File: src/verilog/em_defs.svh
`ifndef EM_DEFS_SVH
`define EM_DEFS_SVH

`define EM_BUF_PTR_NBITS     4 // sixteen buffers in the pool.
`define EM_PORT_ID_NBITS     3 // eight destination ports.
`define EM_READ_COUNT_NBITS  4 // up to fifteen readers per buffer.

// Zero-count buffers wait here until the counter pipeline has a free slot.
`define EM_ZERO_FIFO_DEPTH   2

`endif

File: src/verilog/em_pkg.sv
package em_pkg;

    `include "em_defs.svh"

    typedef logic [`EM_BUF_PTR_NBITS-1:0]    buf_ptr_t;  // index of a packet buffer.
    typedef logic [`EM_PORT_ID_NBITS-1:0]    port_id_t;  // destination port of a packet.
    typedef logic [`EM_READ_COUNT_NBITS-1:0] read_cnt_t; // number of readers of a buffer.

    // The free list fills itself once after reset, then serves requests.
    typedef enum logic {
        fl_init,
        fl_run
    } fl_state_e;

endpackage

File: src/verilog/em_ram_1r1w.sv
`timescale 1ns/1ns

module em_ram_1r1w #(
    parameter int DATA_W = 4,
    parameter int ADDR_W = 4
) (
    input  logic              clk,
    input  logic              wr,
    input  logic [ADDR_W-1:0] waddr,
    input  logic [DATA_W-1:0] din,
    input  logic [ADDR_W-1:0] raddr,
    output logic [DATA_W-1:0] dout
);

    logic [DATA_W-1:0] mem [0:(1 << ADDR_W)-1];

    // A read of the address being written returns the old contents.
    always_ff @(posedge clk) begin
        if (wr) begin
            mem[waddr] <= din;
        end
        dout <= mem[raddr]; // one cycle of read latency.
    end

endmodule

File: src/verilog/em_sync_fifo.sv
`timescale 1ns/1ns

module em_sync_fifo #(
    parameter int WIDTH = 8,
    parameter int DEPTH = 2
) (
    input  logic             clk,
    input  logic             rst_n,
    input  logic             wr,
    input  logic [WIDTH-1:0] din,
    input  logic             rd,
    output logic [WIDTH-1:0] dout,
    output logic             empty,
    output logic             full
);

    localparam int PTR_W = (DEPTH > 1) ? $clog2(DEPTH) : 1;
    localparam int CNT_W = $clog2(DEPTH + 1);

    logic [WIDTH-1:0] mem [0:DEPTH-1];
    logic [PTR_W-1:0] wr_ptr;
    logic [PTR_W-1:0] rd_ptr;
    logic [CNT_W-1:0] count;
    logic             do_wr;
    logic             do_rd;

    assign do_wr = wr && !full;  // a write into a full queue is dropped.
    assign do_rd = rd && !empty;
    assign empty = (count == '0);
    assign full  = (count == CNT_W'(DEPTH));
    assign dout  = mem[rd_ptr];  // head entry is visible without a read.

    always_ff @(posedge clk) begin
        if (do_wr) begin
            mem[wr_ptr] <= din;
        end
    end

    always_ff @(posedge clk or negedge rst_n) begin
        if (!rst_n) begin
            wr_ptr <= '0;
            rd_ptr <= '0;
            count  <= '0;
        end else begin
            if (do_wr) begin
                wr_ptr <= (wr_ptr == PTR_W'(DEPTH - 1)) ? '0 : wr_ptr + 1'b1;
            end
            if (do_rd) begin
                rd_ptr <= (rd_ptr == PTR_W'(DEPTH - 1)) ? '0 : rd_ptr + 1'b1;
            end
            case ({do_wr, do_rd})
                2'b10:   count <= count + 1'b1;
                2'b01:   count <= count - 1'b1;
                default: count <= count;
            endcase
        end
    end

endmodule

File: src/verilog/em_buf_release.sv
`timescale 1ns/1ns

`include "em_defs.svh"

module em_buf_release (
    input  logic               clk,
    input  logic               rst_n,
    input  logic               init_read_count_valid,
    input  em_pkg::buf_ptr_t   init_read_count_ptr,
    input  logic               read_count_valid,
    input  em_pkg::port_id_t   read_count_port_id,
    input  em_pkg::buf_ptr_t   read_count_buf_ptr,
    input  em_pkg::read_cnt_t  read_count,
    input  logic               em_rel_buf_valid,
    input  em_pkg::buf_ptr_t   em_rel_buf_ptr,
    output logic               rel_buf_valid,
    output em_pkg::buf_ptr_t   rel_buf_ptr
);

    import em_pkg::*;

    localparam int QW = `EM_BUF_PTR_NBITS + `EM_PORT_ID_NBITS;

    logic            init_valid_d1;
    buf_ptr_t        init_ptr_d1;
    logic            rc_valid_d1;
    port_id_t        rc_port_id_d1;
    buf_ptr_t        rc_buf_ptr_d1;
    read_cnt_t       rc_d1;
    read_cnt_t       rc_set;
    logic            rel_req;
    buf_ptr_t        rel_req_ptr;
    logic            rel_req_d1;
    logic            rel_req_d2;
    logic            rel_req_d3;
    buf_ptr_t        ctr_raddr;
    buf_ptr_t        ctr_raddr_d1;
    buf_ptr_t        ctr_waddr_p1;
    buf_ptr_t        ctr_waddr_next;
    buf_ptr_t        ctr_waddr;
    buf_ptr_t        ctr_waddr_d1;
    logic            ctr_wr_next;
    logic            ctr_wr;
    logic            ctr_wr_d1;
    read_cnt_t       ctr_wdata_next;
    read_cnt_t       ctr_wdata;
    read_cnt_t       ctr_wdata_d1;
    read_cnt_t       rd_cnt;
    read_cnt_t       rd_cnt_d1;
    read_cnt_t       ctr_rdata;
    read_cnt_t       ctr_rdata_d1;
    logic [2:0]      snoop_hit_p1;
    logic            snoop_hit0;
    logic            snoop_hit12;
    read_cnt_t       snoop_wdata;
    read_cnt_t       ctr_cur;
    logic            last_reader;
    logic            zero_fifo_wr;
    logic            zero_fifo_rd;
    logic            zero_fifo_empty;
    logic            zero_fifo_full;
    logic [QW-1:0]   zero_fifo_din;
    logic [QW-1:0]   zero_fifo_dout;

    // The stored count is one less than the readers, so a single reader matches zero.
    assign rc_set = (rc_d1 == '0) ? '0 : rc_d1 - 1'b1;

    assign zero_fifo_wr  = rc_valid_d1 && (rc_d1 == '0);
    assign zero_fifo_din = {rc_buf_ptr_d1, rc_port_id_d1};
    assign zero_fifo_rd  = !zero_fifo_empty && !em_rel_buf_valid; // direct release wins.

    assign rel_req     = em_rel_buf_valid || !zero_fifo_empty;
    assign rel_req_ptr = em_rel_buf_valid ? em_rel_buf_ptr : zero_fifo_dout[QW-1 -: `EM_BUF_PTR_NBITS];

    // The RAM has no bypass, so the three writes after the read are checked here.
    assign ctr_wr_next    = rel_req_d3 || init_valid_d1;
    assign ctr_waddr_next = init_valid_d1 ? init_ptr_d1 : ctr_waddr_p1;
    assign snoop_hit_p1[2] = ctr_wr_d1 && (ctr_raddr_d1 == ctr_waddr_d1);
    assign snoop_hit_p1[1] = ctr_wr && (ctr_raddr_d1 == ctr_waddr);
    assign snoop_hit_p1[0] = ctr_wr_next && (ctr_raddr_d1 == ctr_waddr_next);

    assign ctr_cur = snoop_hit0 ? ctr_wdata : (snoop_hit12 ? snoop_wdata : ctr_rdata_d1);
    assign last_reader = (rd_cnt_d1 == ctr_cur);

    // An allocation clears the counter and takes priority over a release write.
    assign ctr_wdata_next = (init_valid_d1 || last_reader) ? '0 : ctr_cur + 1'b1;

    always_ff @(posedge clk) begin
        init_ptr_d1   <= init_read_count_ptr;
        rc_port_id_d1 <= read_count_port_id;
        rc_buf_ptr_d1 <= read_count_buf_ptr;
        rc_d1         <= read_count;
        ctr_raddr     <= rel_req_ptr;
        ctr_raddr_d1  <= ctr_raddr;
        ctr_waddr_p1  <= ctr_raddr_d1;
        ctr_waddr     <= ctr_waddr_next;
        ctr_waddr_d1  <= ctr_waddr;
        ctr_wdata     <= ctr_wdata_next;
        ctr_wdata_d1  <= ctr_wdata;
        rd_cnt_d1     <= rd_cnt;
        ctr_rdata_d1  <= ctr_rdata;
        snoop_hit0    <= snoop_hit_p1[0];
        snoop_hit12   <= |snoop_hit_p1[2:1];
        snoop_wdata   <= snoop_hit_p1[1] ? ctr_wdata : ctr_wdata_d1; // newer write first.
        rel_buf_ptr   <= ctr_waddr_p1;
    end

    always_ff @(posedge clk or negedge rst_n) begin
        if (!rst_n) begin
            init_valid_d1 <= 1'b0;
            rc_valid_d1   <= 1'b0;
            rel_req_d1    <= 1'b0;
            rel_req_d2    <= 1'b0;
            rel_req_d3    <= 1'b0;
            ctr_wr        <= 1'b0;
            ctr_wr_d1     <= 1'b0;
            rel_buf_valid <= 1'b0;
        end else begin
            init_valid_d1 <= init_read_count_valid;
            rc_valid_d1   <= read_count_valid;
            rel_req_d1    <= rel_req;
            rel_req_d2    <= rel_req_d1;
            rel_req_d3    <= rel_req_d2;
            ctr_wr        <= ctr_wr_next;
            ctr_wr_d1     <= ctr_wr;
            rel_buf_valid <= rel_req_d3 && last_reader;
        end
    end

    em_sync_fifo #(
        .WIDTH (QW),
        .DEPTH (`EM_ZERO_FIFO_DEPTH)
    ) zero_fifo_i (
        .clk   (clk),
        .rst_n (rst_n),
        .wr    (zero_fifo_wr),
        .din   (zero_fifo_din),
        .rd    (zero_fifo_rd),
        .dout  (zero_fifo_dout),
        .empty (zero_fifo_empty),
        .full  (zero_fifo_full)
    );

    em_ram_1r1w #(
        .DATA_W (`EM_READ_COUNT_NBITS),
        .ADDR_W (`EM_BUF_PTR_NBITS)
    ) read_cnt_ram_i (
        .clk   (clk),
        .wr    (rc_valid_d1),
        .waddr (rc_buf_ptr_d1),
        .din   (rc_set),
        .raddr (ctr_raddr),
        .dout  (rd_cnt)
    );

    em_ram_1r1w #(
        .DATA_W (`EM_READ_COUNT_NBITS),
        .ADDR_W (`EM_BUF_PTR_NBITS)
    ) rel_ctr_ram_i (
        .clk   (clk),
        .wr    (ctr_wr),
        .waddr (ctr_waddr),
        .din   (ctr_wdata),
        .raddr (ctr_raddr),
        .dout  (ctr_rdata)
    );

endmodule

File: src/verilog/em_free_list.sv
`timescale 1ns/1ns

`include "em_defs.svh"

module em_free_list (
    input  logic                        clk,
    input  logic                        rst_n,
    input  logic                        alloc_req,
    output logic                        alloc_valid,
    output em_pkg::buf_ptr_t            alloc_ptr,
    input  logic                        ret_valid,
    input  em_pkg::buf_ptr_t            ret_ptr,
    output logic [`EM_BUF_PTR_NBITS:0]  free_count,
    output logic                        init_done
);

    import em_pkg::*;

    fl_state_e state;
    buf_ptr_t  init_ptr;
    buf_ptr_t  stack [0:(1 << `EM_BUF_PTR_NBITS)-1];
    buf_ptr_t  top_idx;
    buf_ptr_t  push_idx;
    logic      pop;

    assign top_idx   = free_count[`EM_BUF_PTR_NBITS-1:0] - 1'b1;
    assign push_idx  = free_count[`EM_BUF_PTR_NBITS-1:0];
    assign pop       = alloc_req && (state == fl_run) && (free_count != '0);
    assign init_done = (state == fl_run);

    always_ff @(posedge clk or negedge rst_n) begin
        if (!rst_n) begin
            state       <= fl_init;
            init_ptr    <= '0;
            free_count  <= '0;
            alloc_valid <= 1'b0;
        end else begin
            alloc_valid <= pop;
            if (state == fl_init) begin
                init_ptr   <= init_ptr + 1'b1;
                free_count <= free_count + 1'b1;
                if (init_ptr == '1) begin
                    state <= fl_run; // every pointer is on the stack.
                end
            end else if (pop && !ret_valid) begin
                free_count <= free_count - 1'b1;
            end else if (ret_valid && !pop) begin
                free_count <= free_count + 1'b1;
            end
        end
    end

    // The last pointer pushed is the first one handed out.
    always_ff @(posedge clk) begin
        if (state == fl_init) begin
            stack[push_idx] <= init_ptr;
        end else if (ret_valid && !pop) begin
            stack[push_idx] <= ret_ptr;
        end
        if (pop) begin
            alloc_ptr <= ret_valid ? ret_ptr : stack[top_idx]; // a returning pointer goes straight out.
        end
    end

endmodule

File: src/verilog/em_buf_mgr.sv
`timescale 1ns/1ns

`include "em_defs.svh"

module em_buf_mgr (
    input  logic                        clk,
    input  logic                        rst_n,
    input  logic                        alloc_req,
    output logic                        alloc_valid,
    output em_pkg::buf_ptr_t            alloc_ptr,
    input  logic                        read_count_valid,
    input  em_pkg::port_id_t            read_count_port_id,
    input  em_pkg::buf_ptr_t            read_count_buf_ptr,
    input  em_pkg::read_cnt_t           read_count,
    input  logic                        em_rel_buf_valid,
    input  em_pkg::buf_ptr_t            em_rel_buf_ptr,
    output logic                        rel_buf_valid,
    output em_pkg::buf_ptr_t            rel_buf_ptr,
    output logic [`EM_BUF_PTR_NBITS:0]  free_count,
    output logic                        init_done
);

    import em_pkg::*;

    logic     alloc_valid_w;
    buf_ptr_t alloc_ptr_w;
    logic     rel_valid_w;
    buf_ptr_t rel_ptr_w;

    assign alloc_valid   = alloc_valid_w;
    assign alloc_ptr     = alloc_ptr_w;
    assign rel_buf_valid = rel_valid_w;
    assign rel_buf_ptr   = rel_ptr_w;

    em_free_list free_list_i (
        .clk         (clk),
        .rst_n       (rst_n),
        .alloc_req   (alloc_req),
        .alloc_valid (alloc_valid_w),
        .alloc_ptr   (alloc_ptr_w),
        .ret_valid   (rel_valid_w),   // freed buffers go back on the stack.
        .ret_ptr     (rel_ptr_w),
        .free_count  (free_count),
        .init_done   (init_done)
    );

    em_buf_release buf_release_i (
        .clk                   (clk),
        .rst_n                 (rst_n),
        .init_read_count_valid (alloc_valid_w), // each allocation clears the counter.
        .init_read_count_ptr   (alloc_ptr_w),
        .read_count_valid      (read_count_valid),
        .read_count_port_id    (read_count_port_id),
        .read_count_buf_ptr    (read_count_buf_ptr),
        .read_count            (read_count),
        .em_rel_buf_valid      (em_rel_buf_valid),
        .em_rel_buf_ptr        (em_rel_buf_ptr),
        .rel_buf_valid         (rel_valid_w),
        .rel_buf_ptr           (rel_ptr_w)
    );

endmodule

File: config.mk
export PLATFORM = sky130hd
export DESIGN_NAME = em_buf_mgr
export DESIGN_NICKNAME = d
export VERILOG_FILES = /design/src/verilog/em_pkg.sv /design/src/verilog/em_ram_1r1w.sv /design/src/verilog/em_sync_fifo.sv /design/src/verilog/em_buf_release.sv /design/src/verilog/em_free_list.sv /design/src/verilog/em_buf_mgr.sv
export VERILOG_INCLUDE_DIRS = /design/src /design/src/verilog
export SDC_FILE = /design/constraint.sdc
export NUM_CORES = 1
export LEC_CHECK = 0
export ABC_AREA = 1
export BUFFER_PORTS_ARGS = -buffer_cell sky130_fd_sc_hd__buf_2
export CORE_MARGIN = 2
export CORE_UTILIZATION = 40
export DETAILED_ROUTE_END_ITERATION = 6
export GPL_ROUTABILITY_DRIVEN = 1
export HOLD_SLACK_MARGIN = 0.06
export SETUP_SLACK_MARGIN = 0.5
export SYNTH_ARGS = -nofsm -noshare
export SYNTH_HDL_FRONTEND = slang
export SYNTH_SLANG_ARGS = --single-unit
File: constraint.sdc
create_clock -name clk -period 3.4 [get_ports clk]
set_input_delay 0.34 -clock clk [delete_from_list [all_inputs] [get_ports clk]]
set_output_delay 0.34 -clock clk [all_outputs]
set_load 0.01 [all_outputs]
[Word-level counts from Yosys, hierarchy flattened]
Memories as Yosys holds them, arrays and structs flattened. A register that Yosys moved wholly into a read port is not among the register bits.
Cells that the tools add are included.
Word-level totals
  logic and storage cells: 108
  bits of input ports: 20
  memories kept: 4
  flip-flop bits (word level): 88
  bits in writable memories: 206
Cells by class
  equality and inequality tests: 9
  muxes and demuxes: 26
  reduce and logical (&&, ||, !) cells: 25
  add/subtract/negate cells: 10
  bitwise operators: 1
Memories
  buf_release_i.read_cnt_ram_i.mem: words 16, bits a word 4, read ports 1, clocked after Yosys merged registers in 1, wr ports 1, line em_ram_1r1w.sv:15  | logic [DATA_W-1:0] mem [0:(1 << ADDR_W)-1];
  buf_release_i.rel_ctr_ram_i.mem: words 16, bits a word 4, read ports 1, clocked after Yosys merged registers in 1, wr ports 1, line em_ram_1r1w.sv:15
  free_list_i.stack: words 16, bits a word 4, read ports 1, clocked after Yosys merged registers in 0, wr ports 1, line em_free_list.sv:21  | buf_ptr_t stack [0:(1 << `EM_BUF_PTR_NBITS)-1];
  buf_release_i.zero_fifo_i.mem: words 2, bits a word 7, read ports 1, clocked after Yosys merged registers in 0, wr ports 1, line em_sync_fifo.sv:20  | logic [WIDTH-1:0] mem [0:DEPTH-1];
Operators by type and width (count)
  $mux W4: 8
  $eq A4 B4 Y1: 4
  $mux W5: 3
  $mux W1: 14
  $logic_and A1 B1 Y1: 12
  $add A4 B1 Y4 const B: 2
  $sub A4 B1 Y4 const B: 2
  $add A5 B1 Y5 const B: 1
  $logic_not A1 Y1: 5
  $reduce_bool A5 Y1: 1
  $sub A5 B1 Y5 const B: 1
  $eq A2 B2 Y1 const B: 2
  $eq A4 B4 Y1 const B: 1
  $logic_not A4 Y1: 1
  $pmux W2 S2: 1
  $logic_or A1 B1 Y1: 3
  $ne A3 B3 Y1 const B: 1
  $add A1 B1 Y1 const B: 2
  $add A2 B1 Y2 const B: 1
  $eq A2 B1 Y1 const B: 1
  $logic_not A2 Y1: 1
  $reduce_bool A2 Y1: 1
  $reduce_or A2 Y1: 1
  $sub A2 B1 Y2 const B: 1
  $or A1 B1 Y1: 1

[Depth between registers and ports, before layout]
  depth in word-level cells: 8
  depth in mapped cells: 14
  mapped depth without buffers: 12

[By module]
From an unflattened synthesis, not the netlist that was laid out.
Second synthesis, totals
  cells, all modules: 1255
  area total of the unflattened synthesis: 12567.1 µm²
Modules (own cells, without submodules)
  em_ram_1r1w: instances 2, cells an instance 290, area an instance 2966.6 µm²
  em_free_list: instances 1, cells an instance 393, area an instance 3758.6 µm²
  em_buf_release: instances 1, cells an instance 213, area an instance 2112.0 µm²
  em_sync_fifo: instances 1, cells an instance 69, area an instance 763.2 µm²

[Worst setup path after synthesis]
OpenSTA, ideal clock, no wires.
  kind: reg2reg
  from: reg free_list_i.free_count[0]
  to: mem free_list_i.stack[0][0] in the netlist's numbering, data pin
  cell stages (with the launch flop): 10
  path slack: 1130 ps
  period minus slack after synthesis: 2270 ps
  required time: 3115 ps
  buffers on the path: 2
  arrival: 1985 ps
  cell sequence: dfrtp_1 > buf_2 > inv_2 > buf_2 > ha_1 > nand3_1 > nand3_1 > ha_1 > nand2_1 > mux2_2
Between the ends
  longest elaborated chain between the ends: 8
RTL lines
  start: declaration: line em_free_list.sv:13  | output logic [`EM_BUF_PTR_NBITS:0] free_count,
  start signal: assignment: line em_free_list.sv:41  | free_count <= free_count + 1'b1;
  start signal: assignment: line em_free_list.sv:46  | free_count <= free_count - 1'b1;
  start signal: assignment: line em_free_list.sv:48  | free_count <= free_count + 1'b1;
  $reduce_bool A5 Y1: line em_free_list.sv:28  | assign pop = alloc_req && (state == fl_run) && (free_count != '0);
  $logic_and A1 B1 Y1: line em_free_list.sv:28
  $logic_not A1 Y1: line em_free_list.sv:57  | end else if (ret_valid && !pop) begin
  $logic_and A1 B1 Y1: line em_free_list.sv:57
  $mux W1: line em_free_list.sv:57
  $mux W1: line em_free_list.sv:55  | if (state == fl_init) begin
  $mux W1 (not written as such): line em_free_list.sv:58  | stack[push_idx] <= ret_ptr;
  $mux W4 (no source line)
  end: declaration: line em_free_list.sv:21
No other way between the ends.

[Worst setup path after layout]
  from: reg free_list_i.free_count[1]
  to: mem free_list_i.stack[14][2] in the netlist's numbering, enable pin
Between the ends
  longest elaborated chain between the ends: 8
RTL lines (line)
  $reduce_bool A5 Y1: em_free_list.sv:28
  $logic_and A1 B1 Y1: em_free_list.sv:28
  $logic_not A1 Y1: em_free_list.sv:57
  $logic_and A1 B1 Y1: em_free_list.sv:57
  $mux W1: em_free_list.sv:57
  $mux W1: em_free_list.sv:55
  $mux W1 (not written as such): em_free_list.sv:58
  $or A1 B1 Y1 (no source line)
Several ways; a longest one is shown, not always the timed one.

==> results.tsv <==
stage	metric	value	unit
sta	worst_pin_slew	1.27	ns
routing	num_vias	7244	
routing	highest_layer	met5	
floorplanning	core_area	27900	um2
clock_network	path_clk_slew	0.06	ns
synth	ys_seq_area_share	70.7	%
routing	drt-met1-wl	10300	um
floorplanning	placementRows	61	
synth	avgSynthCellArea	11.5	um2
place	hpwl	15500	um
finish	n_antenna_cell	0	
sta	fin_crit_sh	69.5	%
floorplanning	start_util	40.7	%
global_route	grt_pass1_wl	38900	um
power	leakagePower	4.92	nW
sta	finalHoldViolCount	0	
sta	slew_violations	0	
sta	fmax	0.423	GHz
sta	setup_viol	0	
setup_path	rr_startpoint	free_list_i.free_count[1]	
clock_network	numCtsBuffers	30	
routing	drt-wirelength-per-cell	16.9	um
routing	post-route-drc-count	0	
floorplanning	dieWidth	172	um
clock_network	cts_resized	0	
sta	grt_setup_unrepaired	no	
routing	met2_length	12400	um
synth	yosys_warnings	0	
floorplanning	io_pins	36	
clock_network	h-tree-depth	1	
global_route	grt_pass1_vias	7144	
synth	synthDistinctLibCells	33	
power	ir_worst_vdd	0.425	mV
floorplanning	die_area	29700	um2
clock_network	clock_latency	0.56	ns
setup_path	crit_type	reg2reg	
sta	tns	0	ns
global_route	grt_util_all_layers	17.0	%
routing	wl_met3	961	um
global_route	overflow	0	
outcome	status	complete, no violations	
sta	final.setup_skew	0.0273	ns
sta	maxSlewHeadroom	15.2	%
setup_path	worst_setup_path_end_kind	flip-flop	
min_path	hold_start	em_rel_buf_valid	
setup_path	r2r_slack	1.04	ns
sta	hold_slack	0.129	ns
global_route	grt_max_degree	72	
setup_path	critPathLaunchType	flip-flop	
synth	ys_ff_latch	293	
clock_network	cts.path.max_buffers	3	
job	drv_cap	0	
finish	drive_gt1_share	9.28	%
min_path	worstHoldPathType	in2reg	
floorplanning	die_h	172	um
routing	via_per_inst	5.01	
synth	syn_nets	1021	
setup_path	setup.worst_path.start	free_list_i.free_count[1]	
sta	layout_min_cycle_time	2.36	ns
routing	first_pass_iters	5	
setup_path	crit_fanout	6	
synth	syn_inst	990	
clock_network	clockRootBuffer	clkbuf_16	
routing	postRouteAntennaNets	0	
finish	area_delta_synth_final	14.4	%
clock_network	cts_tree	done	
place	gp_congestion	0.817	
clock_network	numClockSinks	293	
setup_path	cp.arrival	2.55	ns
setup_path	required	3.59	ns
power	power_density	840	nW/um2
finish	nets	1074	
routing	wl	24500	um
routing	drt_iter0_markers	594	
synth	syn_area	11300	um2
global_route	antenna_found_initial	1	
place	io_buffers	32	
## stage by stage
stage          std cells  setup slack, ns  instance area (um2)  power [W]  util (%)
5_1_grt             1445            0.844                13000     0.0116      46.6
6_report            1445             1.04                13000     0.0109      46.6
3_3_place_gp        1375             1.14                11900    0.00781      42.7
2_1_floorplan        990             1.13                11300    0.00687         -
4_1_cts             1445             1.05                13000     0.0110      46.6
3_5_place_dp        1375             1.09                11900    0.00786      42.7
## state kept, by name, indices dropped and copies added, names as in the netlist, 5 cells and up
register / flops
buf_release_i.zero_fifo_i.mem: 8
buf_release_i.rel_ctr_ram_i.mem: 64
buf_release_i.read_cnt_ram_i.mem: 64
free_list_i.free_count: 5
free_list_i.stack: 64
## worst paths after layout
| check | depth (start not counted) | endpoint |
|---|---|---|
| setup / recovery | 9 | free_list_i.stack[14][2] |
| hold / removal | 3 | buf_release_i.ctr_raddr[3] |
| setup reg to reg | 9 | free_list_i.stack[14][2] |
| hold reg to reg | 0 | buf_release_i.rd_cnt_d1[0] |
| max in group asynchronous | 2 | free_list_i.alloc_valid |
| min in group asynchronous | 2 | buf_release_i.zero_fifo_i.count[0] |
## Yosys cell counts
library cell | n | area share, %
xnor2_1 | 3 | 0.23
nand4_1 | 3 | 0.17
inv_4 | 1 | 0.055
nor2_1 | 188 | 6.2
nand3_4 | 1 | 0.15
a31oi_1 | 1 | 0.055
inv_1 | 59 | 2.0
buf_4 | 3 | 0.20
o221ai_1 | 19 | 1.5
dfxtp_1 | 66 | 12
nand3b_1 | 2 | 0.13
nand2_1 | 134 | 4.4
o22ai_1 | 2 | 0.11
xnor2_2 | 1 | 0.14
nor3_1 | 7 | 0.31
mux2_2 | 4 | 0.40
a21boi_0 | 1 | 0.066
clkbuf_2 | 2 | 0.088
o21ai_1 | 7 | 0.31
o211ai_1 | 16 | 1.1
nand3_1 | 60 | 2.6
edfxtp_1 | 204 | 54
xor2_4 | 1 | 0.24
o41ai_1 | 1 | 0.077
dfrtp_1 | 23 | 5.1
xor2_1 | 11 | 0.85
buf_2 | 10 | 0.44
inv_2 | 5 | 0.17
a21oi_1 | 19 | 0.84
o21ai_0 | 104 | 4.6
ha_1 | 11 | 1.2
clkinv_1 | 1 | 0.033
clkbuf_1 | 20 | 0.66
## repair_timing
item	CTS	global route
setup buffers	0	0
hold buffers	14	0
hold endpoints to repair	36	0
## layer usage
metal | track usage (%) | up-vias
met5 | 0 | -
met4 | 5.59 | 2
met3 | 2.20 | 49
met2 | 30.0 | 175
met1 | 21.6 | 3472
li1 | - | 3546
## layout by cell type (no fill, tap or decap), types with 14 or more instances in the layout
| cell | count |
|---|---|
| edfxtp_1 | 204 |
| nor2_1 | 188 |
| nand2_1 | 134 |
| o21ai_0 | 104 |
| dfxtp_1 | 65 |
| nand3_1 | 60 |
| inv_1 | 59 |
| buf_2 | 32 |
| clkbuf_16 | 30 |
| dfrtp_1 | 23 |
| a21oi_1 | 19 |
| o221ai_1 | 19 |
| o211ai_1 | 16 |
| dlygate4sd3_1 | 14 |
## power breakdown
group / internal (W) / switching, W
combinational: 0.000936 / 0.00200
sequential: 0.00448 / 0.000385
clock: 0.00178 / 0.00133
total: 0.00719 / 0.00371
## area by class of cell
type / count / area (um2)
Clock buffer: 44 / 833
Clock inverter: 12 / 104
Fill cell: 2529 / 14900
Inverter: 66 / 250
Multi-Input combinational cell: 596 / 2920
Sequential cell: 293 / 8020
Tap cell: 378 / 473
Timing Repair Buffer: 56 / 375
## critical path: stages (launching register included)
cell,delay (ns)
dfrtp_1,0.44
inv_1,0.22
ha_1,0.21
nand3_1,0.09
nand3_1,0.13
ha_1,0.16
nor2_1,0.06
inv_1,0.12
nand2_1,0.17
nor2_1,0.39
## cells by family (layout without fill, tap and decap cells)
logic type,after synthesis,after routing,share of synthesized area [%]
and+or+nand+nor,395,395,14.1
adders and majority gates,11,11,1.21
DFF,293,293,70.7
muxes,4,4,0.397
xor gates and xnor gates,16,16,1.47
AOI/OAI and AO/OA,170,170,8.57
buffers and inverters,101,178,3.59
Power figures use the tool's default switching activity.
